$ cat config.mk
export PLATFORM = sky130hd
export DESIGN_NAME = tile_reader
export DESIGN_NICKNAME = d
export VERILOG_FILES = /design/src/source/tiler_pkg.sv /design/src/source/tile_reader.sv
export VERILOG_INCLUDE_DIRS = /design/src /design/src/source
export SDC_FILE = /design/constraint.sdc
export NUM_CORES = 1
export LEC_CHECK = 0
export ABC_AREA = 1
export BUFFER_PORTS_ARGS = -buffer_cell sky130_fd_sc_hd__buf_4
export CAP_MARGIN = 0
export CORE_AREA = 5 5 42 44
export DETAILED_ROUTE_END_ITERATION = 12
export DIE_AREA = 0 0 47 49
export PLACE_DENSITY = 0.65
export SLEW_MARGIN = 10
export SYNTH_ARGS = -nofsm -noshare
export SYNTH_HDL_FRONTEND = slang
export SYNTH_SLANG_ARGS = --single-unit
$ cat constraint.sdc
create_clock -name i_clk -period 1.33 [get_ports i_clk]
set_input_delay 0.133 -clock i_clk [delete_from_list [all_inputs] [get_ports i_clk]]
set_output_delay 0.133 -clock i_clk [all_outputs]
set_load 0.005 [all_outputs]
$ cat src/source/tiler_settings.svh
`ifndef TILER_SETTINGS_SVH
`define TILER_SETTINGS_SVH

// Pixel and image geometry
`define TILER_PIXEL_W       8
`define TILER_CHANNELS      3
`define TILER_IMG_WIDTH     10

// Tile geometry, stride applies in both directions
`define TILER_TILE_SIZE     4
`define TILER_STRIDE        2

// Derived sizes
`define TILER_NUM_LINES     (`TILER_TILE_SIZE + `TILER_STRIDE)
`define TILER_LINE_DEPTH    (`TILER_CHANNELS * `TILER_IMG_WIDTH)
`define TILER_TILES_PER_ROW (((`TILER_IMG_WIDTH - `TILER_TILE_SIZE) / `TILER_STRIDE) + 1)

`endif

$ cat src/source/tiler_pkg.sv
`include "tiler_settings.svh"

package tiler_pkg;

    typedef logic [`TILER_PIXEL_W-1:0] pixel_t;

    // Ring slot number and tile start column
    typedef logic [$clog2(`TILER_NUM_LINES)-1:0] line_idx_t;
    typedef logic [$clog2(`TILER_IMG_WIDTH)-1:0] col_idx_t;

    // Window of one row, channel 0 in the low bytes
    typedef logic [`TILER_CHANNELS*`TILER_TILE_SIZE*`TILER_PIXEL_W-1:0] row_data_t;

    // Column fastest, then tile row, then channel
    typedef logic [`TILER_CHANNELS*`TILER_TILE_SIZE*`TILER_TILE_SIZE*`TILER_PIXEL_W-1:0] tile_t;

    typedef enum logic {FILL_PRIME, FILL_STEADY} fill_state_e;
    typedef enum logic {RD_IDLE, RD_ACTIVE} rd_state_e;

endpackage

$ cat src/source/tile_reader.sv
`timescale 1ns/1ps
`include "tiler_settings.svh"

module tile_reader (
    input  logic                 i_clk,
    input  logic                 i_rst,
    input  logic                 i_group_done,
    input  tiler_pkg::line_idx_t i_top_line,
    output logic                 o_rd_en,
    output tiler_pkg::col_idx_t  o_rd_col,
    output logic                 o_data_valid,
    output tiler_pkg::line_idx_t o_data_top_line
);

    localparam int CNT_W = $clog2(`TILER_TILES_PER_ROW + 1);

    tiler_pkg::rd_state_e state;
    logic [CNT_W-1:0]     tile_cnt;
    tiler_pkg::line_idx_t top_line_q;

    assign o_rd_en = (state == tiler_pkg::RD_ACTIVE);

    always_ff @(posedge i_clk or posedge i_rst) begin
        if (i_rst) begin
            state           <= tiler_pkg::RD_IDLE;
            tile_cnt        <= '0;
            top_line_q      <= '0;
            o_rd_col        <= '0;
            o_data_valid    <= 1'b0;
            o_data_top_line <= '0;
        end else begin
            // Row buffer data lags the read by one cycle
            o_data_valid    <= o_rd_en;
            o_data_top_line <= top_line_q;
            case (state)
                tiler_pkg::RD_IDLE: begin
                    if (i_group_done) begin
                        state      <= tiler_pkg::RD_ACTIVE;
                        top_line_q <= i_top_line;
                        tile_cnt   <= '0;
                        o_rd_col   <= '0;
                    end
                end
                tiler_pkg::RD_ACTIVE: begin
                    if (tile_cnt == CNT_W'(`TILER_TILES_PER_ROW - 1)) begin
                        state <= tiler_pkg::RD_IDLE;
                    end else begin
                        tile_cnt <= tile_cnt + 1'b1;
                        o_rd_col <= o_rd_col + tiler_pkg::col_idx_t'(`TILER_STRIDE);
                    end
                end
                default: begin
                    state <= tiler_pkg::RD_IDLE;
                end
            endcase
        end
    end

endmodule

==> metrics <==
hold path cells 3; max-cap violations 0; hpwl dp 749 um; height of the die 49 um; CP delay by family, top flip-flops; Layout Utilization 52.4%; insertion delay to the later sink of the worst-skew pair 270 ps; WHS Endpoint top_line_q[0]; achievable clock frequency 826 MHz; Hold Crit Class in2reg; Post-DRT Antenna Nets 0; CTS Sinks 14; Synth-to-Final Area Change 27.9%; CP endpoint kind register; RSZ-0062 raised after global routing no; Final Slew Violations 0; CTS tree yes; Avg WL per Cell 11.1 um; total negative slack 0 ps; vias 429; R2R setup slack 120 ps; Synth cell types 10; Met3 Wirelength 103 um; NumNets Final 89; multi-input logic area 193 um^2; Worst R2R Path Depth 6; port buffer count 13; DR DRC count 0; Yosys Warn Count 0; share of cells above drive strength 1 28.2%; hold_ws 102 ps; minimum clock period 1210 ps; post-synth net total 70; vias in the first global route 415; All-Layer GR Usage 10.3%; CP peak stage delay 400 ps; WP buf/inv 1; Slew headroom 65.5%; Clock Path Buffers 2; Yosys reg bits 14; post-synthesis sequential area ratio 61.0%; Fin. Hold Viols 0; num ports 15; slowest CP cell dfrtp_1; dpl ws 31.6 ps; gp weighted congestion 0.732; Final WS setup 119 ps; outcome finished clean; CTS H-tree lvls 1; Hold Path Origin i_top_line[0]; Starting DRT DRC Count 7; number of diodes 0; sequential cell area 350 um^2; CP Launch Type register; clock root buffer master clkbuf_4; Cell Pwr Density 2340 nW/um^2; initial antenna violation count 0; Highest Signal Layer met4; Congestion Overflow GR 0; Mapped Area 574 um^2; Post-Route M1 WL 471 um; Worst-Margin Slew 517 ps; Via density 4.56; Cell Chain, Critical Path ha_1 > ha_2 > inv_1 > nand2_2 > nand3_1 > nand2_1; leak pwr 0.413 nW; Site Rows 14; starting density of the core 41.0%; Crit Path Class reg2reg; R2R Path Start tile_cnt[0]; DIE AREA 2300 um^2; Cells after Synth 61; final setup fails 0; CP Data Arrival Time 1380 ps; CTS buffer count 3; first-pass GRT wire length 1700 um; Max IR drop VDD 0.00105 V; largest net degree at the start of global routing 15; post-synthesis average cell area 9.41 um^2; period utilization 91.0%; Fillers 139; Core Area 1400 um^2; reg2reg end tile_cnt[2]; metal2 WL 453 um; Clock Pin Slew Worst Setup and Hold Paths 70 ps; drt pass-1 iters 3; worst-case clock skew 0.464 ps; critical-path maximum fanout 7; Required @ worst endpoint 1500 ps; final wirelength 1050 um; Die X 47 um
-- logic make-up after synthesis --
logic type    Yosys count  synth area share [%]
buf+inv                10                  7.19
flops                  14                  61.0
fa+ha+maj               3                  6.54
simple gates           33                  24.6
other cells             1                 0.653
-- registers in the layout, indices dropped and copies added, names as in the netlist --
| signal | cells |
|---|---|
| o_data_valid | 1 |
| o_rd_col | 3 |
| o_rd_en | 1 |
| tile_cnt | 3 |
| top_line_q | 3 |
| o_data_top_line | 3 |
-- area by class of cell --
| cell class | count | share of cell area [%] |
|---|---|---|
| Clock buffer | 3 | 3.07 |
| Inverter | 9 | 4.60 |
| Multi-Input combinational cell | 37 | 26.2 |
| Sequential cell | 14 | 47.7 |
| Tap cell | 16 | 2.73 |
| Timing Repair Buffer | 15 | 15.7 |
-- layout by cell type, fill, tap and decap left out --
master         count
dfrtp_1           14
ha_1               2
inv_2              1
nand2_1           20
dlygate4sd3_1      1
nor2_4             1
ha_2               1
nand2_2            2
buf_4             14
clkbuf_4           3
conb_1             1
nand3_1           10
inv_1              8
-- worst max-delay path by stage --
stage | depth (start not counted) | start | to | slack [ps]
3_3_place_gp | 6 | tile_cnt[0] | o_rd_col[2] | 90
5_1_grt | 6 | tile_cnt[0] | tile_cnt[2] | 30
2_1_floorplan | 6 | tile_cnt[0] | o_rd_col[3] | 150
6_report | 6 | tile_cnt[0] | tile_cnt[2] | 120
4_1_cts | 6 | tile_cnt[0] | tile_cnt[2] | 20
3_5_place_dp | 6 | tile_cnt[0] | tile_cnt[1] | 30
-- routing by layer --
| layer | vias up | global-route usage, % |
|---|---|---|
| met5 | - | 0 |
| met4 | 0 | 5.53 |
| met3 | 2 | 2.58 |
| met2 | 15 | 15.2 |
| met1 | 191 | 13.4 |
| li1 | 221 | - |
-- per-stage QoR --
stage	power [mW]	std cells	cell area (um^2)
2_1_floorplan	1.15	61	574
3_3_place_gp	1.43	89	684
3_5_place_dp	1.46	89	684
4_1_cts	1.69	93	717
5_1_grt	1.90	94	734
6_report	1.72	94	734
-- what timing repair did --
item	CTS	global route
gates resized for setup	0	3
hold buffers	1	0
buffers inserted	0	1
hold endpoints to repair	14	0
endpoints found under the setup margin	0	6
-- synth_stat cells (all sizes together) --
master | n | area, um^2
ha | 3 | 37.5
dfrtp | 14 | 350
buf | 1 | 7.51
nand2 | 22 | 85.1
nor2 | 1 | 6.26
inv | 9 | 33.8
nand3 | 10 | 50.1
conb | 1 | 3.75
-- tightest hold or removal path, stage by stage --
cell,delay [ps]
buf_4,80
nand3_1,70
nand2_1,70
-- power by group --
group | leakage [nW] | switching (mW) | internal (mW)
logic | 0.229 | 0.378 | 0.354
clock network | 0.0138 | 0.123 | 0.105
registers | 0.170 | 0.124 | 0.633
Note: power is estimated with default switching activity, not from simulation.
