`config.mk`:
```
export PLATFORM = sky130hd
export DESIGN_NAME = row_buffer
export DESIGN_NICKNAME = d
export VERILOG_FILES = /design/src/source/tiler_pkg.sv /design/src/source/row_buffer.sv
export VERILOG_INCLUDE_DIRS = /design/src /design/src/source
export SDC_FILE = /design/constraint.sdc
export NUM_CORES = 1
export LEC_CHECK = 0
export ABC_AREA = 1
export BUFFER_PORTS_ARGS = -buffer_cell sky130_fd_sc_hd__buf_2
export CAP_MARGIN = 15
export CORE_AREA = 2 2 246 248
export DETAILED_ROUTE_END_ITERATION = 16
export DIE_AREA = 0 0 248 250
export PLACE_DENSITY_LB_ADDON = 0.05
export SLEW_MARGIN = 20
export SYNTH_ARGS = -nofsm -noshare
export SYNTH_HDL_FRONTEND = slang
export SYNTH_SLANG_ARGS = --single-unit
export TNS_END_PERCENT = 50
```
`constraint.sdc`:
```
create_clock -name i_clk -period 3.1 [get_ports i_clk]
set_input_delay 0.775 -clock i_clk [delete_from_list [all_inputs] [get_ports i_clk]]
set_output_delay 0.775 -clock i_clk [all_outputs]
set_load 0.005 [all_outputs]
```
`src/source/tiler_settings.svh`:
```
`ifndef TILER_SETTINGS_SVH
`define TILER_SETTINGS_SVH

// Pixel and image geometry
`define TILER_PIXEL_W       8
`define TILER_CHANNELS      3
`define TILER_IMG_WIDTH     10

// Tile geometry, stride applies in both directions
`define TILER_TILE_SIZE     4
`define TILER_STRIDE        2

// Derived sizes
`define TILER_NUM_LINES     (`TILER_TILE_SIZE + `TILER_STRIDE)
`define TILER_LINE_DEPTH    (`TILER_CHANNELS * `TILER_IMG_WIDTH)
`define TILER_TILES_PER_ROW (((`TILER_IMG_WIDTH - `TILER_TILE_SIZE) / `TILER_STRIDE) + 1)

`endif

```
`src/source/tiler_pkg.sv`:
```
`include "tiler_settings.svh"

package tiler_pkg;

    typedef logic [`TILER_PIXEL_W-1:0] pixel_t;

    // Ring slot number and tile start column
    typedef logic [$clog2(`TILER_NUM_LINES)-1:0] line_idx_t;
    typedef logic [$clog2(`TILER_IMG_WIDTH)-1:0] col_idx_t;

    // Window of one row, channel 0 in the low bytes
    typedef logic [`TILER_CHANNELS*`TILER_TILE_SIZE*`TILER_PIXEL_W-1:0] row_data_t;

    // Column fastest, then tile row, then channel
    typedef logic [`TILER_CHANNELS*`TILER_TILE_SIZE*`TILER_TILE_SIZE*`TILER_PIXEL_W-1:0] tile_t;

    typedef enum logic {FILL_PRIME, FILL_STEADY} fill_state_e;
    typedef enum logic {RD_IDLE, RD_ACTIVE} rd_state_e;

endpackage

```
`src/source/row_buffer.sv`:
```
`timescale 1ns/1ps
`include "tiler_settings.svh"

module row_buffer (
    input  logic                 i_clk,
    input  logic                 i_rst,
    input  logic                 i_wr_en,
    input  tiler_pkg::pixel_t    i_pixel,
    input  logic                 i_rd_en,
    input  tiler_pkg::col_idx_t  i_rd_col,
    output tiler_pkg::row_data_t o_row_data
);

    localparam int ADDR_W = $clog2(`TILER_LINE_DEPTH);

    tiler_pkg::pixel_t mem [`TILER_LINE_DEPTH];
    logic [ADDR_W-1:0] wr_addr;

    // Write address walks through all channels of the row, then wraps
    always_ff @(posedge i_clk or posedge i_rst) begin
        if (i_rst) begin
            wr_addr <= '0;
        end else if (i_wr_en) begin
            if (wr_addr == ADDR_W'(`TILER_LINE_DEPTH - 1)) begin
                wr_addr <= '0;
            end else begin
                wr_addr <= wr_addr + 1'b1;
            end
        end
    end

    always_ff @(posedge i_clk) begin
        if (i_wr_en) begin
            mem[wr_addr] <= i_pixel;
        end
    end

    // Tile-size pixels from each channel segment, starting at the column
    always_ff @(posedge i_clk) begin
        if (i_rd_en) begin
            for (int ch = 0; ch < `TILER_CHANNELS; ch++) begin
                for (int px = 0; px < `TILER_TILE_SIZE; px++) begin
                    o_row_data[(ch*`TILER_TILE_SIZE + px)*`TILER_PIXEL_W +: `TILER_PIXEL_W] <=
                        mem[ch*`TILER_IMG_WIDTH + int'(i_rd_col) + px];
                end
            end
        end
    end

endmodule

```
==> flow_metrics.tcl <==
set metrics [dict create \
    path_max_fanout 11 \
    crit_type "input pin to flip-flop" \
    ctsHoldBuffers 0 \
    seqCellArea_mm2 0.01021 \
    final-hold-violation-count 0 \
    vias 26588 \
    syn_area_per_cell_um2 7.035 \
    rows 90 \
    gp_congestion 1.111 \
    synth_ff_type "edfxtp_1" \
    synth_seq_cells 341 \
    cts-buffers-inserted 41 \
    drive_above_1_share_pct 14.31 \
    syn_to_final_growth_pct 20.42 \
    synth.most_common_cell "nand2_1" \
    drc_errors 0 \
    worstSetupStartpoint "i_rd_col[1]" \
    avgViaCountPerCell 6.022 \
    postCtsSetupBuffers 0 \
    cp.arrival_ns 2.84 \
    postSynth.asyncResetShare_pct 1.466 \
    synth-compound-area-share_pct 0.5353 \
    cts_tree "yes" \
    status "finished, final reports clean" \
    synth_area_leaders "edfxtp_1 43%, nand3_1 24%, nand2_1 23%" \
    power_density_mw_per_mm2 573.9 \
    start_util_pct 39.63 \
    dr.first_iter.drc_count 4441 \
    r2r-start "wr_addr[1]$_DFFE_PP0P_" \
    clk_pin_slew_worst_paths_ns 0.07 \
    design_power_total_mw 16.32 \
    maxCapViolCount 0 \
    cts-root-buf "clkbuf_16" \
    clock_sinks 341 \
    rsz0062_at_grt "no" \
    core_mm2 0.05957 \
    skew_ns 0.04364 \
    max_freq_ghz 0.3974 \
    port_buffers 111 \
    cts_buffer_depth 3 \
    grt_pass1_wl_um 177600 \
    gr-total-overflow 0 \
    synth_mux_area_share_pct 0 \
    ys_seq_area_share_pct 43.27 \
    hold_path_class "input pin to asynchronous set/reset pin" \
    period_minus_slack_ns 2.516 \
    synth_top_family_by_area "simple AND/OR/NAND/NOR gates" \
    antennaDiodeCount 0 \
    syn_inst 3356 \
    synth_top_cell_area_share_pct 42.74 \
    clk_latency_ns 0.63 \
    setup_viol 0 \
    ir_drop_mv 0.4850 \
    slew_violations 0 \
    cp-end-kind "flip-flop" \
    syn-num-nets 3390 \
    grt_pass1_vias 24181 \
    cts_resized 0 \
    fp.dieW_um 248 \
    critical_path_required_ns 3.42 \
    layout.nets 3635 \
    cp-start-kind "input pin" \
    slew_headroom_pct 37.10 \
    netlist_top_cells_count "1477 x nand2_1, 1141 x nand3_1, 336 x edfxtp_1, 118 x buf_2, 50 x nor2_1" \
    yosysWarnings 0 \
    multi_input_area_mm2 0.01215 \
    routedWlPerCell_um 28.98 \
    p_leak_nw 13.08 \
    tightest_slew_ns 0.9435 \
    nFillCells 6028 \
    pin_count 112 \
    die_y_um 250 \
    fin_crit_sh_pct 81.18 \
    synth_top_area_cell "edfxtp_1" \
    synth_fa_ha_area_share_pct 0.9539 \
    fp.dieArea_mm2 0.06200 \
    grt_use_total_pct 40.82 \
    routed_wl_um 127900 \
    place_hpwl_um 101100 \
    synth-xor-area-share_pct 0.5565 \
    htree_levels 2 \
    netlist_area_mm2 0.02361 \
    grt_max_degree 95 \
    synth-edff-count 336 \
    synth_cell_types 28 \
    antenna_found_initial 2 \
    firstDrtPassIters 7 \
    tns_ns 0 \
    detail-route-antenna-nets 0 \
    synth-simple-area-share_pct 49.28 \
]
[cells by family after synthesis]
kind of cell / Yosys count
buffers and inverters: 264
AOI/OAI and AO/OA: 25
DFF: 341
and+or+nand+nor: 2699
adders and majority gates: 18
xor gates and xnor gates: 9
[layer usage]
layer | global-route usage (%) | up-vias | share of wire, %
li1 | - | 11877 | -
met1 | 53.53 | 12693 | 38
met2 | 60.96 | 1712 | 44
met3 | 10.98 | 306 | 12
met4 | 22.09 | 0 | 6.4
met5 | 0 | - | 0
[worst paths after layout]
path                            cells after the start  slack [ns]                  endpoint
max in group asynchronous                           2        2.85    wr_addr[3]$_DFFE_PP0P_
worst max register to register                      5        1.06      mem[17][4]$_DFFE_PP_
worst min-delay path                                2        0.05    wr_addr[4]$_DFFE_PP0P_
worst max-delay path                               12        0.58  o_row_data[45]$_DFFE_PP_
worst min register to register                      2        0.63    wr_addr[2]$_DFFE_PP0P_
min in group i_clk                                  2        0.48    wr_addr[1]$_DFFE_PP0P_
[registers in the layout (all words and copies together), names as in the netlist]
name	flops
o_row_data	96
wr_addr	5
mem	240
[metrics by stage]
stage / setup slack (ns) / hold slack, ns / utilization [%] / instance area (µm²) / cells
floorplan: 0.04875 / 0.5535 / - / 23610 / 3356
global placement: 0.08611 / 0.6109 / 45.19 / 26920 / 4340
detailed placement: 0.03102 / 0.6160 / 45.19 / 26920 / 4340
CTS: 0.6438 / 0.03338 / 47.73 / 28430 / 4415
global route: 0.5379 / 0.06491 / 47.73 / 28430 / 4415
finish: 0.5835 / 0.04939 / 47.73 / 28430 / 4415
[report_power, final]
group / switching, mW / internal (mW)
Combinational: 3.58 / 1.55
Clock: 2.26 / 3.22
Sequential: 0.197 / 5.51
[placed cells by master, fill, tap and decap left out, types with 5 or more instances in the layout]
master	n
nor2_1	50
buf_2	108
edfxtp_1	336
clkbuf_16	41
clkinv_2	8
or2_2	8
or2_1	8
buf_4	252
ha_1	16
inv_2	12
buf_12	45
nand2_1	1477
nand3_1	1141
inv_1	43
dfrtp_1	5
o21ai_0	21
nand2_2	12
bufinv_16	8
[layout make-up]
cell class              count  share of cell area, %
clock buffers              46                  3.780
clock inverters            29                  1.536
inverters                  60                 0.8230
multi-input cells        2751                  42.73
flip-flops and latches    341                  35.93
well taps                 782                  3.441
repair buffers            406                  11.76
[critical path, stage by stage]
cell     delay, ns
buf_4         0.14
buf_4         0.20
ha_1          0.22
buf_4         0.13
nand2_1       0.05
nand2_1       0.18
buf_4         0.22
o21ai_0       0.16
nand2_1       0.24
buf_4         0.24
nand3_1       0.14
nand2_1       0.12
(Power assumes the default switching activity.)
