==> src/source/tiler_settings.svh <==
`ifndef TILER_SETTINGS_SVH
`define TILER_SETTINGS_SVH

// Pixel and image geometry
`define TILER_PIXEL_W       8
`define TILER_CHANNELS      3
`define TILER_IMG_WIDTH     10

// Tile geometry, stride applies in both directions
`define TILER_TILE_SIZE     4
`define TILER_STRIDE        2

// Derived sizes
`define TILER_NUM_LINES     (`TILER_TILE_SIZE + `TILER_STRIDE)
`define TILER_LINE_DEPTH    (`TILER_CHANNELS * `TILER_IMG_WIDTH)
`define TILER_TILES_PER_ROW (((`TILER_IMG_WIDTH - `TILER_TILE_SIZE) / `TILER_STRIDE) + 1)

`endif

==> src/source/tiler_pkg.sv <==
`include "tiler_settings.svh"

package tiler_pkg;

    typedef logic [`TILER_PIXEL_W-1:0] pixel_t;

    // Ring slot number and tile start column
    typedef logic [$clog2(`TILER_NUM_LINES)-1:0] line_idx_t;
    typedef logic [$clog2(`TILER_IMG_WIDTH)-1:0] col_idx_t;

    // Window of one row, channel 0 in the low bytes
    typedef logic [`TILER_CHANNELS*`TILER_TILE_SIZE*`TILER_PIXEL_W-1:0] row_data_t;

    // Column fastest, then tile row, then channel
    typedef logic [`TILER_CHANNELS*`TILER_TILE_SIZE*`TILER_TILE_SIZE*`TILER_PIXEL_W-1:0] tile_t;

    typedef enum logic {FILL_PRIME, FILL_STEADY} fill_state_e;
    typedef enum logic {RD_IDLE, RD_ACTIVE} rd_state_e;

endpackage

==> src/source/tile_assembler.sv <==
`timescale 1ns/1ps
`include "tiler_settings.svh"

module tile_assembler (
    input  logic                 i_clk,
    input  logic                 i_rst,
    input  logic                 i_data_valid,
    input  tiler_pkg::line_idx_t i_data_top_line,
    input  tiler_pkg::row_data_t i_row_data [`TILER_NUM_LINES],
    output tiler_pkg::tile_t     o_tile,
    output logic                 o_tile_valid
);

    tiler_pkg::tile_t tile_next;

    // Ring slot holding tile row r
    function automatic tiler_pkg::line_idx_t slot_of(input tiler_pkg::line_idx_t top,
                                                     input int r);
        int s;
        s = int'(top) + r;
        if (s >= `TILER_NUM_LINES) begin
            s = s - `TILER_NUM_LINES;
        end
        return tiler_pkg::line_idx_t'(s);
    endfunction

    // Channel-major slices of each row become column-fastest tile bytes
    always_comb begin
        tile_next = '0;
        for (int ch = 0; ch < `TILER_CHANNELS; ch++) begin
            for (int r = 0; r < `TILER_TILE_SIZE; r++) begin
                for (int c = 0; c < `TILER_TILE_SIZE; c++) begin
                    tile_next[((ch*`TILER_TILE_SIZE + r)*`TILER_TILE_SIZE + c)*`TILER_PIXEL_W
                              +: `TILER_PIXEL_W] =
                        i_row_data[slot_of(i_data_top_line, r)]
                                  [(ch*`TILER_TILE_SIZE + c)*`TILER_PIXEL_W +: `TILER_PIXEL_W];
                end
            end
        end
    end

    always_ff @(posedge i_clk or posedge i_rst) begin
        if (i_rst) begin
            o_tile       <= '0;
            o_tile_valid <= 1'b0;
        end else begin
            o_tile_valid <= i_data_valid;
            if (i_data_valid) begin
                o_tile <= tile_next;
            end
        end
    end

endmodule

==> config.mk <==
export PLATFORM = sky130hd
export DESIGN_NAME = tile_assembler
export DESIGN_NICKNAME = d
export VERILOG_FILES = /design/src/source/tiler_pkg.sv /design/src/source/tile_assembler.sv
export VERILOG_INCLUDE_DIRS = /design/src /design/src/source
export SDC_FILE = /design/constraint.sdc
export NUM_CORES = 1
export LEC_CHECK = 0
export BUFFER_PORTS_ARGS = -buffer_cell sky130_fd_sc_hd__buf_2
export CAP_MARGIN = 20
export CORE_AREA = 2 2 380 382
export CTS_CLUSTER_DIAMETER = 40
export DETAILED_ROUTE_END_ITERATION = 16
export DIE_AREA = 0 0 382 384
export GPL_TIMING_DRIVEN = 1
export PLACE_DENSITY = 0.38
export SKIP_LAST_GASP = 1
export SLEW_MARGIN = 20
export SYNTH_ARGS = -nofsm -noshare
export SYNTH_HDL_FRONTEND = slang
export SYNTH_SLANG_ARGS = --single-unit
export TNS_END_PERCENT = 100
==> constraint.sdc <==
create_clock -name i_clk -period 15.8 [get_ports i_clk]
set_clock_uncertainty 0.05 [all_clocks]
set_input_delay 1.58 -clock i_clk [delete_from_list [all_inputs] [get_ports i_clk]]
set_output_delay 1.58 -clock i_clk [all_outputs]
set_load 0.1 [all_outputs]
==> impl_results.md <==
* Tcrit/Tclk final at between 30 and 40%
* Clock tree from TritonCTS: done
* Max FO, Critical Path at 66
* Detailed-routed wire length on met3 at between 15000 and 20000 um
* Arrival @ worst endpoint at approximately 5.8 ns
* Initial core utilization at between 20% and 30%
* Total overflow reported by the global router at 0
* Clock sink count at approximately 390
* Clock latency on the worst-skew pair at approximately 0.7 ns
* Cts-stage hold buffer count at 0
* Post-synthesis instance total at between 3k and 4k
* Multiplexer area fraction after synthesis at 25.9%
* Number of port buffers at 966
* WL/cell at 31.6 um
* I/O pin cnt at 967
* Post-synthesis register bit count at roughly 390
* VDD IR-drop max at 0.0000960 V
* DIE AREA at 147000 um^2
* Sum Neg Setup Slack at 0 ns
* Post-Synthesis Mean Instance Area at between 9 and 10 um^2
* Largest family of logic cells by synthesized area: compound AO/OA/AOI/OAI gates
* Synth top area share at between 30% and 40%
* Die width at ~380 um
* Number of global-route vias before repair at about 33k
* Biggest area consumer among synthesized cells: sky130_fd_sc_hd__dfrtp_1
* Worst flop-to-flop path endpoint: o_tile[347]
* Die Y at roughly 380 um
* Register area share after synthesis at 31.9%
* Post-cts gate resize count at 0
* Area of all placed cells without fillers at about 40000 um^2
* Clock-pin slew on the worst setup and hold paths at ~0.040 ns
* CP Capture Type: register
* WHS Endpoint: o_tile[82]
* Complex-gate fraction of the synthesized area at 29.6%
* Instance area after placement at 36700 um^2
* Hold path startpoint: o_tile[82]
* Area share of xor/xnor cells in the synthesized design at less than 1%
* Tightest hold margin at between 0.4 and 0.5 ns
* Via count of the routed design at ~33k
* Ordered cell list for the critical path: buf_8, buf_4, ha_1, or2_4, buf_4, buf_4, o21ai_0, o311ai_0, a221oi_1, a211o_1
* Post-CTS Setup Bufs at 0
* Netlist Area Pre-Place at 30200 um^2
* Warnings, synthesis at 0
* Filler Cell Count at ~15k
* Initial antenna violation count at 76
* All-Layer GR Usage at between 20% and 30%
* Highest routed metal layer: met5
* Most used DFF post-synth: sky130_fd_sc_hd__dfrtp_1
* Final Routed Wirelength at 188000 um
* Vias/cell at between 5 and 6
* Worst path most repeated cell: sky130_fd_sc_hd__buf_4
* Critical path startpoint category: primary input
* Number of design-rule violations left by the first detailed-router iteration at about 2.8k
* Synth unique cells at 48
* Max frequency at 0.189 GHz
* Final hold viol count at 0
* Static leakage at 17.9 nW
* Ratio of cells with drive above 1 in the final layout at 39.7%
* Most common library cell in the layout ignoring fill and taps: sky130_fd_sc_hd__buf_2
* Max-cap violations at 0
* FFs w/ async S/R, synth at 100%
* Root Buffer: sky130_fd_sc_hd__clkbuf_16
* Met2 routed wirelength at just under 90000 um
* Detailed Routing Iterations Pass 1 at 6
* Finished Core Util at ~29%
* Detail Route Antenna Nets at 0
* Slew margin rel. at between 20 and 25%
* Slack of the worst reg-to-reg path at around 15 ns
* Area growth syn-to-layout at 34.9%
* Number of buffers on the longest clock path at 3
* Tightest Pin Transition at 1.14 ns
* Number of buffers added by the clock tree synthesis step at about 110
* Final HPWL DP at between 100000 and 150000 um
* Max-slew violation total from the final report at 0
* Final period demand of the worst path at between 5 and 6 ns
* Cell with the largest stage delay on the worst path: sky130_fd_sc_hd__buf_4
* Type of the setup path with the least slack: in -> reg
* Final routed DRC violation total at 0
* Core footprint at between 100000 and 150000 um^2
* Largest net degree at the start of global routing at 188
* Final weighted congestion of routability-driven global placement at 0.857
* NumNets Final at between 4k and 5k
* Status: finished, final reports clean
* WL met1 at ~78000 um
* Wire length of the first global-routing pass at 263000 um
* Leading cell types in the layout, fill and taps excluded: 963 x sky130_fd_sc_hd__buf_2, 385 x sky130_fd_sc_hd__dfrtp_1, 334 x sky130_fd_sc_hd__o21ai_0
* Synth area leaders: sky130_fd_sc_hd__dfrtp_1 32%, sky130_fd_sc_hd__mux2i_1 9.4%, sky130_fd_sc_hd__mux2_2 9.3%, sky130_fd_sc_hd__mux4_2 7.2%, sky130_fd_sc_hd__o21ai_0 5.5%
* H-tree levels at 3
* Number of synthesized flops with an enable pin at 0
* Power per Cell Area at 155 nW/um^2
* Total setup violations reported at the end of the flow at 0
* Synthesized netlist net count at 3752
* Number of standard-cell rows in the floorplan at approximately 140
* CP required at approximately 16 ns
* Simple logic cell fraction of the synthesized area at 6.75%
* Launch point of the worst reg-to-reg path: o_tile[347]
* Critical path's largest stage delay at around 0.69 ns
* Adder-cell share of the synthesized area at 0.414%
* RSZ-0062 raised after global routing: no
* Class of the tightest hold or removal check: reg -> reg
* R2R depth at 1
* Count of cells along the worst hold path at 1
## synth_stat cells, drive strengths merged (2+ instances only)
master,number
a222oi,33
xor2,2
o31ai,70
and3,8
a211oi,14
nand3,3
o21ai,339
nand4,3
nand2,171
nor3,77
a221oi,89
nor2,229
a221o,129
a211o,26
a22o,33
mux2,251
o311ai,52
o221ai,62
buf,131
inv,5
a21oi,222
xnor2,3
nand2b,2
o2bb2ai,126
or2,2
clkbuf,234
mux2i,284
dfrtp,385
a21o,62
ha,10
mux4,96
## cell type report
class / instances / area [um^2] / share of cell area [%]
sequential: 385 / 9630 / 23.6
inverter: 5 / 41.3 / 0.101
clock buffer: 141 / 3050 / 7.48
timing repair buffer: 1034 / 5450 / 13.4
antenna: 22 / 55.1 / 0.135
clock inverter: 64 / 983 / 2.41
tap: 1903 / 2380 / 5.84
multi-input combinational: 2405 / 19200 / 47.1
## sequential cells by signal, indices dropped and copies added (netlist names)
| name | cells |
|---|---|
| o_tile | 384 |
| o_tile_valid | 1 |
## how the worst max path moves through the flow
stage                  endpoint               start  slack (ns)  depth (start not counted)
floorplan             o_tile[0]               i_rst        3.47                          1
global placement    o_tile[345]  i_data_top_line[0]        9.41                         10
detailed placement  o_tile[347]  i_data_top_line[0]        9.41                         10
CTS                 o_tile[349]  i_data_top_line[0]       10.17                         10
global route         o_tile[79]  i_data_top_line[1]       10.35                         10
finish               o_tile[78]  i_data_top_line[1]       10.51                         10
## kinds of logic after synthesis
kind of cell | Yosys count
DFF | 385
and+or+nand+nor | 500
buffers and inverters | 370
adders and majority gates | 10
xor gates and xnor gates | 5
AOI/OAI and AO/OA | 1259
muxes | 631
## per-layer routing
layer  track usage, %  vias to the layer above
met5                0                        -
met3             6.73                      344
met2             39.8                     1572
met1             31.2                    16700
met4             9.28                       62
li1                 -                    14200
## through the flow
step                      cells  setup slack [ns]  power (W)
after floorplan            3160              3.47    0.00314
after detailed placement   5731              9.41    0.00386
final                      5959             10.51    0.00632
after global placement     5731              9.41    0.00386
after global routing       5951             10.35    0.00653
after CTS                  5936             10.17    0.00637
## critical path, delay by kind of cell
family                     cells  cell delay [ns]
adders and majority gates      1             0.38
buffers and inverters          4             2.13
and+or+nand+nor                1             0.51
AOI/OAI and AO/OA              4             0.85
## report_power, final
part | switching, W | internal [W] | total [W]
combinational | 0.00205 | 0.000526 | 0.00257
clock | 0.000762 | 0.00171 | 0.00247
sequential | 0.000117 | 0.00116 | 0.00127
total | 0.00293 | 0.00339 | 0.00632
No activity file was read; power rests on OpenSTA's default activity.
