### config.mk
export PLATFORM = sky130hd
export DESIGN_NAME = line_fill_control
export DESIGN_NICKNAME = d
export VERILOG_FILES = /design/src/source/tiler_pkg.sv /design/src/source/line_fill_control.sv
export VERILOG_INCLUDE_DIRS = /design/src /design/src/source
export SDC_FILE = /design/constraint.sdc
export NUM_CORES = 1
export LEC_CHECK = 0
export ABC_AREA = 1
export BUFFER_PORTS_ARGS = -buffer_cell sky130_fd_sc_hd__buf_2
export CAP_MARGIN = 20
export CORE_MARGIN = 2
export CORE_UTILIZATION = 50
export CTS_BUF_LIST = sky130_fd_sc_hd__clkbuf_8
export CTS_CLUSTER_SIZE = 8
export DETAILED_ROUTE_END_ITERATION = 7
export GPL_TIMING_DRIVEN = 0
export PLACE_DENSITY_LB_ADDON = 0.08
export SETUP_SLACK_MARGIN = 0.3
export SLEW_MARGIN = 0
export SYNTH_ARGS = -nofsm -noshare
export SYNTH_HDL_FRONTEND = slang
export SYNTH_SLANG_ARGS = --single-unit
### constraint.sdc
create_clock -name i_clk -period 2.11 [get_ports i_clk]
set_clock_uncertainty 0.2 [all_clocks]
set_input_delay 0 -clock i_clk [delete_from_list [all_inputs] [get_ports i_clk]]
set_output_delay 0 -clock i_clk [all_outputs]
set_load 0.02 [all_outputs]
### src/source/tiler_settings.svh
`ifndef TILER_SETTINGS_SVH
`define TILER_SETTINGS_SVH

// Pixel and image geometry
`define TILER_PIXEL_W       8
`define TILER_CHANNELS      3
`define TILER_IMG_WIDTH     10

// Tile geometry, stride applies in both directions
`define TILER_TILE_SIZE     4
`define TILER_STRIDE        2

// Derived sizes
`define TILER_NUM_LINES     (`TILER_TILE_SIZE + `TILER_STRIDE)
`define TILER_LINE_DEPTH    (`TILER_CHANNELS * `TILER_IMG_WIDTH)
`define TILER_TILES_PER_ROW (((`TILER_IMG_WIDTH - `TILER_TILE_SIZE) / `TILER_STRIDE) + 1)

`endif

### src/source/tiler_pkg.sv
`include "tiler_settings.svh"

package tiler_pkg;

    typedef logic [`TILER_PIXEL_W-1:0] pixel_t;

    // Ring slot number and tile start column
    typedef logic [$clog2(`TILER_NUM_LINES)-1:0] line_idx_t;
    typedef logic [$clog2(`TILER_IMG_WIDTH)-1:0] col_idx_t;

    // Window of one row, channel 0 in the low bytes
    typedef logic [`TILER_CHANNELS*`TILER_TILE_SIZE*`TILER_PIXEL_W-1:0] row_data_t;

    // Column fastest, then tile row, then channel
    typedef logic [`TILER_CHANNELS*`TILER_TILE_SIZE*`TILER_TILE_SIZE*`TILER_PIXEL_W-1:0] tile_t;

    typedef enum logic {FILL_PRIME, FILL_STEADY} fill_state_e;
    typedef enum logic {RD_IDLE, RD_ACTIVE} rd_state_e;

endpackage

### src/source/line_fill_control.sv
`timescale 1ns/1ps
`include "tiler_settings.svh"

module line_fill_control (
    input  logic                         i_clk,
    input  logic                         i_rst,
    input  logic                         i_pixel_valid,
    output logic [`TILER_NUM_LINES-1:0]  o_wr_en,
    output logic                         o_group_done,
    output tiler_pkg::line_idx_t         o_top_line
);

    localparam int PIX_W = $clog2(`TILER_LINE_DEPTH);
    localparam int ROW_W = $clog2(`TILER_TILE_SIZE + 1);

    tiler_pkg::fill_state_e state;
    logic [PIX_W-1:0]       pix_cnt;
    logic [ROW_W-1:0]       row_cnt;
    logic [ROW_W-1:0]       rows_needed;
    tiler_pkg::line_idx_t   wr_line;
    tiler_pkg::line_idx_t   top_next;
    logic                   row_end;
    logic                   group_end;

    assign row_end = i_pixel_valid && (pix_cnt == PIX_W'(`TILER_LINE_DEPTH - 1));

    // Priming needs a full tile of rows, afterwards one stride at a time
    assign rows_needed = (state == tiler_pkg::FILL_PRIME) ? ROW_W'(`TILER_TILE_SIZE)
                                                          : ROW_W'(`TILER_STRIDE);
    assign group_end = row_end && (row_cnt == rows_needed - 1'b1);

    // Only the slot being filled sees the strobe
    always_comb begin
        o_wr_en = '0;
        if (i_pixel_valid) begin
            o_wr_en[wr_line] = 1'b1;
        end
    end

    // Oldest row of the group, tile-size minus one slots back
    always_comb begin
        if (wr_line >= tiler_pkg::line_idx_t'(`TILER_TILE_SIZE - 1)) begin
            top_next = wr_line - tiler_pkg::line_idx_t'(`TILER_TILE_SIZE - 1);
        end else begin
            top_next = wr_line + tiler_pkg::line_idx_t'(`TILER_NUM_LINES - `TILER_TILE_SIZE + 1);
        end
    end

    always_ff @(posedge i_clk or posedge i_rst) begin
        if (i_rst) begin
            state        <= tiler_pkg::FILL_PRIME;
            pix_cnt      <= '0;
            row_cnt      <= '0;
            wr_line      <= '0;
            o_group_done <= 1'b0;
            o_top_line   <= '0;
        end else begin
            o_group_done <= group_end;
            if (row_end) begin
                pix_cnt <= '0;
                if (wr_line == tiler_pkg::line_idx_t'(`TILER_NUM_LINES - 1)) begin
                    wr_line <= '0;
                end else begin
                    wr_line <= wr_line + 1'b1;
                end
                if (group_end) begin
                    row_cnt    <= '0;
                    state      <= tiler_pkg::FILL_STEADY;
                    o_top_line <= top_next;
                end else begin
                    row_cnt <= row_cnt + 1'b1;
                end
            end else if (i_pixel_valid) begin
                pix_cnt <= pix_cnt + 1'b1;
            end
        end
    end

endmodule

==> reports/qor.yml, run 1 <==
critical_path:
  end_kind: "flip-flop"
  reg2reg_depth: 8
  path_class: "reg -> reg"
  start_kind: "flip-flop"
  critPathRequiredTime_ns: 2.05
  r2r_slack_ns: 0.52
  worstPathArrival_ns: 1.52
  worstReg2RegStart: "wr_line[0]$_DFFE_PP0P_"
  r2r_end: "o_top_line[2]$_DFFE_PP0P_"
  crit_path_max_fanout: 7
job:
  drv_cap: 0
synth:
  synth-seq-cells: 16
  avgSynthCellArea_um2: 8.45
  synth_seq_area_share_pct: 41.2
  async_flop_share_pct: 100
  syn_area_um2: 972
  ys_types: 23
  synth_top_flop_cell: "dfrtp_1"
  postSynthCellCount: 115
  synth_edf_count: 0
  synth.largest_area_cell: "dfrtp_1"
  synth_top_area_share_pct: 41.2
  ys_top_cells_by_area: "dfrtp_1, nand2_1, ha_1"
  yosys_warnings: 0
  syn_nets: 126
timing:
  setup_viol: 0
  fmax_mhz: 630
  hold_viol_final: 0
  rsz0062_at_grt: "false"
  slew_headroom_pct: 58.2
  fin_setup_tns_ns: 0
  worst_pin_slew_ns: 0.626
  finalCritPeriodShare_pct: 75.3
  fin_crit_ns: 1.59
  setup_ws_ns: 0.522
  slew_viol_final: 0
detailed_routing:
  ant_nets: 0
  drtPass1Iterations: 4
  num_vias: 780
  drt_iter0_drc: 11
  drc: 0
  wl_per_cell_um: 11.2
  drt_wl_total_um: 1750
  routed_via_density: 5.00
status:
  status: "finished clean"
hold_path:
  hp-class: "in -> async"
place:
  portBuffers: 11
  post-place-ws_ns: 0.518
  dpl.hpwl_um: 1350
  gp_congestion: 0.783
floorplanning:
  start_util_pct: 54.5
  rows: 15
  die_h_um: 48.1
  dieWidth_um: 48.1
  io_pins: 13
  dieArea_um2: 2310
  core-area_um2: 1780
finish:
  final_common_cell: "nand2_1"
  nets: 144
  antennaDiodeCount: 0
  area_delta_synth_final_pct: 15.2
  final_cell_mix: "nand2_1, dfrtp_1, nor2_1, inv_1, buf_2"
  drive_above_1_share_pct: 21.4
grt:
  grt_max_degree: 17
  grt_usage_pct: 17.4
  antenna_found_initial: 0
  grt_pass1_wl_um: 2760
  grt_remaining_overflow: 0
  grt_pass1_vias: 670
pwr:
  p_leak_nw: 0.619
  power_w: 0.00135
  p_per_area_nw_per_um2: 1200
  ir_drop_uv: 632
clock_network:
  cts_sinks: 16
  clkLatencyLatePin_ns: 0.24
  numCtsBuffers: 3
  cts_setup_buffers: 0
  h-tree-depth: 1
  cts_tree: "done"
  clk_path_buf_depth: 2
  cts_root_buf: "clkbuf_8"
  path_clk_slew_ns: 0.06
## layer usage
layer / routed length, um / share of wire (%) / vias up / global-route usage [%]
met5: 0 / 0 / - / 0
met1: 888 / 51 / 367 / 22.5
li1: - / - / 401 / -
met4: 14 / 0.80 / 0 / 8.11
met2: 805 / 46 / 10 / 28.0
met3: 42 / 2.4 / 2 / 3.33
## cells in the mapped netlist (2+ instances only)
cell type,n
nand3_1,5
nor2_4,2
inv_1,13
nand2_4,2
ha_1,8
o21ai_2,3
dfrtp_1,16
nand4_1,4
nor2_1,14
a21oi_1,2
o21ai_1,3
xor2_1,2
inv_2,2
nand2_1,30
## stage by stage
step	cells	area (um^2)	hold slack [ns]	utilization [%]
floorplan	115	972	-0.286	-
global placement	151	1060	-0.0967	59.4
detailed placement	151	1060	-0.0909	59.4
CTS	156	1120	0.207	62.8
global route	156	1120	0.244	62.8
finish	156	1120	0.175	62.8
## critical path, cell delays in order, from the launching register on
cell	delay [ns]
dfrtp_1	0.46
ha_1	0.24
ha_1	0.18
inv_1	0.09
nand3_1	0.10
nand2_1	0.07
nand2_1	0.04
nand2_1	0.06
nand2_1	0.05
## flip-flops by register name, indices dropped and copies added (netlist names)
| register | flops |
|---|---|
| o_top_line | 3 |
| wr_line | 3 |
| pix_cnt | 5 |
| o_group_done | 1 |
| row_cnt | 3 |
| state | 1 |
## kinds of logic after synthesis
| family | Yosys count | synth area share (%) |
|---|---|---|
| simple gates | 63 | 33.6 |
| buf+inv | 16 | 6.56 |
| flops | 16 | 41.2 |
| compound gates | 10 | 6.56 |
| fa+ha+maj | 8 | 10.3 |
| xor+xnor | 2 | 1.80 |
## worst max path at each step
stage	startpoint	to	slack, ns
3_3_place_gp	wr_line[0]$_DFFE_PP0P_	o_top_line[2]$_DFFE_PP0P_	0.55
5_1_grt	wr_line[0]$_DFFE_PP0P_	o_top_line[1]$_DFFE_PP0P_	0.40
4_1_cts	wr_line[0]$_DFFE_PP0P_	o_top_line[2]$_DFFE_PP0P_	0.51
3_5_place_dp	wr_line[0]$_DFFE_PP0P_	o_top_line[2]$_DFFE_PP0P_	0.52
6_report	wr_line[0]$_DFFE_PP0P_	o_top_line[2]$_DFFE_PP0P_	0.52
2_1_floorplan	wr_line[0]$_DFFE_PP0P_	o_top_line[2]$_DFFE_PP0P_	0.64
## report_power, final
group | total [W] | switching, W | internal [W]
logic | 0.000596 | 0.000372 | 0.000224
registers | 0.000526 | 0.000117 | 0.000409
clock network | 0.000227 | 0.000100 | 0.000126
total | 0.00135 | 0.000589 | 0.000759
## cell type report
type	instances	area [um^2]
clock buffers	3	41.3
well taps	25	31.3
fillers	165	663
flip-flops and latches	16	400
repair buffers	13	75.1
inverters	15	56.3
multi-input cells	83	508
plain buffers	1	7.51
## what timing repair did
item                      in CTS  in global routing
gates resized for setup        0                  0
hold buffers                   2                  0
hold endpoints to repair      20                  0
Note: power is estimated with default switching activity, not from simulation.
==> run 2, diff against run 1 <==
- clock period: 2.11 -> 1.5 ns (I/O delays scaled with it)
==> reports/qor.yml, run 2 (synthesized netlist as in run 1, its figures left out) <==
floorplanning:
  rows: 15
  dieWidth_um: 48.1
  dieArea_um2: 2310
  start_util_pct: 54.5
  die_h_um: 48.1
  io_pins: 13
  core-area_um2: 1780
hold_path:
  hp-class: "in -> reg"
  hold_depth: 4
finish:
  final_cell_mix: "nand2_1, buf_4, dfrtp_1, nor2_1"
  top_register: "pix_cnt"
  nets: 161
  area_delta_synth_final_pct: 46.8
  final_common_cell: "nand2_1"
  largest_reg_flops: 5
  instances_no_fill: 173
  antennaDiodeCount: 0
  drive_above_1_share_pct: 53.4
timing:
  fmax_mhz: 711
  setup_viol: 0
  fin_crit_ns: 1.41
  slew_viol_final: 0
  slew_headroom_pct: 75.4
  finalCritPeriodShare_pct: 93.7
  hold_viol_final: 0
  worst_pin_slew_ns: 0.369
  fin_setup_tns_ns: 0
  setup_ws_ns: 0.0943
  rsz0062_at_grt: "true"
  whs_ns: 0.00789
pwr:
  p_leak_nw: 0.724
  p_per_area_nw_per_um2: 1670
  power_w: 0.00239
  ir_drop_uv: 1050
critical_path:
  critPathRequiredTime_ns: 1.44
  slowest_stage: "dfrtp_2"
  worstPathArrival_ns: 1.34
  path_cells: "ha_4, ha_4, inv_4, nand3_2, nand2_1, nand2_1, nand2_1, nand2_1"
  end_kind: "flip-flop"
  crit_path_max_fanout: 4
  crit_path_frequent_cell: "nand2_1"
  start_kind: "flip-flop"
  path_class: "reg -> reg"
  max_stage_delay_ns: 0.45
  reg2reg_depth: 8
detailed_routing:
  num_vias: 848
  wl_met1_um: 1030
  wl_met2_um: 1100
  routed_via_density: 4.90
  wl_per_cell_um: 12.9
  drtPass1Iterations: 4
  drt_wl_total_um: 2230
  top_layer: "met4"
  drc: 0
  drt_iter0_drc: 11
  wl_met3_um: 52
  ant_nets: 0
clock_network:
  cts_root_buf: "clkbuf_8"
  clk_path_buf_depth: 2
  clkLatencyLatePin_ns: 0.24
  cts_tree: "done"
  h-tree-depth: 1
  numCtsBuffers: 3
  cts_sinks: 16
  path_clk_slew_ns: 0.06
place:
  dpl.cell_count: 151
  portBuffers: 11
  dpl.hpwl_um: 1290
  post-place-ws_ns: -0.0119
  gp_congestion: 0.816
job:
  drv_cap: 0
grt:
  grt_max_degree: 17
  antenna_found_initial: 0
  grt_pass1_wl_um: 3240
  grt_usage_pct: 20.1
  grt_remaining_overflow: 0
  grt_pass1_vias: 759
status:
  status: "finished clean"
run 2: changes by cell type in the layout (fill, tap and decap cells not counted), moves of 4 or more:
cell,change
inv_2,+6
nor2_2,+5
nand3_1,-5
buf_4,+15
nand2_1,-9
nand2_2,+7
ha_1,-5
inv_1,-8
nor2_1,-5
buf_2,-6
ha_4,+4
nand3_2,+5
buf_6,+7
run 2: report_power, final:
group | internal [W] | leakage, nW | switching [W]
combinational | 0.000593 | 0.505 | 0.000726
sequential | 0.000581 | 0.197 | 0.000174
clock | 0.000177 | 0.0216 | 0.000139
total | 0.00135 | 0.724 | 0.00104
run 2: path summary, 6_finish.rpt:
path | endpoint | startpoint | slack, ns
min reg2reg | o_top_line[2]$_DFFE_PP0P_ | o_top_line[2]$_DFFE_PP0P_ | 0.28
max in group asynchronous | wr_line[0]$_DFFE_PP0P_ | i_rst | 0.75
min | pix_cnt[2]$_DFFE_PP0P_ | i_pixel_valid | 0.008
min in group asynchronous | row_cnt[1]$_DFFE_PP0P_ | i_rst | 0.10
max reg2reg | o_top_line[1]$_DFFE_PP0P_ | wr_line[1]$_DFFE_PP0P_ | 0.09
max | o_top_line[1]$_DFFE_PP0P_ | wr_line[1]$_DFFE_PP0P_ | 0.09
run 2: routing by layer:
layer,up-vias,GRT usage [%]
met3,6,1.48
met2,22,33.1
met5,-,0
met1,388,26.6
li1,432,-
met4,0,9.73
run 2: area by class of cell:
type	count	area [um^2]
clock buffer	3	41.3
buffer	1	7.51
fill	108	355
sequential	16	403
tap	25	31.3
timing repair buffer	30	246
multi-input combinational	83	636
inverter	15	62.6
run 2: per-stage QoR:
step	cell area, um^2	utilization [%]
after floorplan	1020	-
after global placement	1110	62.0
after detailed placement	1110	62.0
after CTS	1320	74.2
after global routing	1430	80.1
final	1430	80.1
run 2: critical path, delay by kind of cell (launching register included):
kind / cells / cell delay (ns)
adders and majority gates: 2 / 0.34
buffers and inverters: 1 / 0.05
DFF: 1 / 0.45
and+or+nand+nor: 5 / 0.27
run 2: timing repair:
action | 4_1_cts | 5_1_grt
pin swaps | 12 | 6
hold endpoints to repair | 20 | 3
gates resized for setup | 24 | 17
hold buffers | 1 | 2
endpoints found under the setup margin | 22 | 24
buffers inserted | 12 | 4
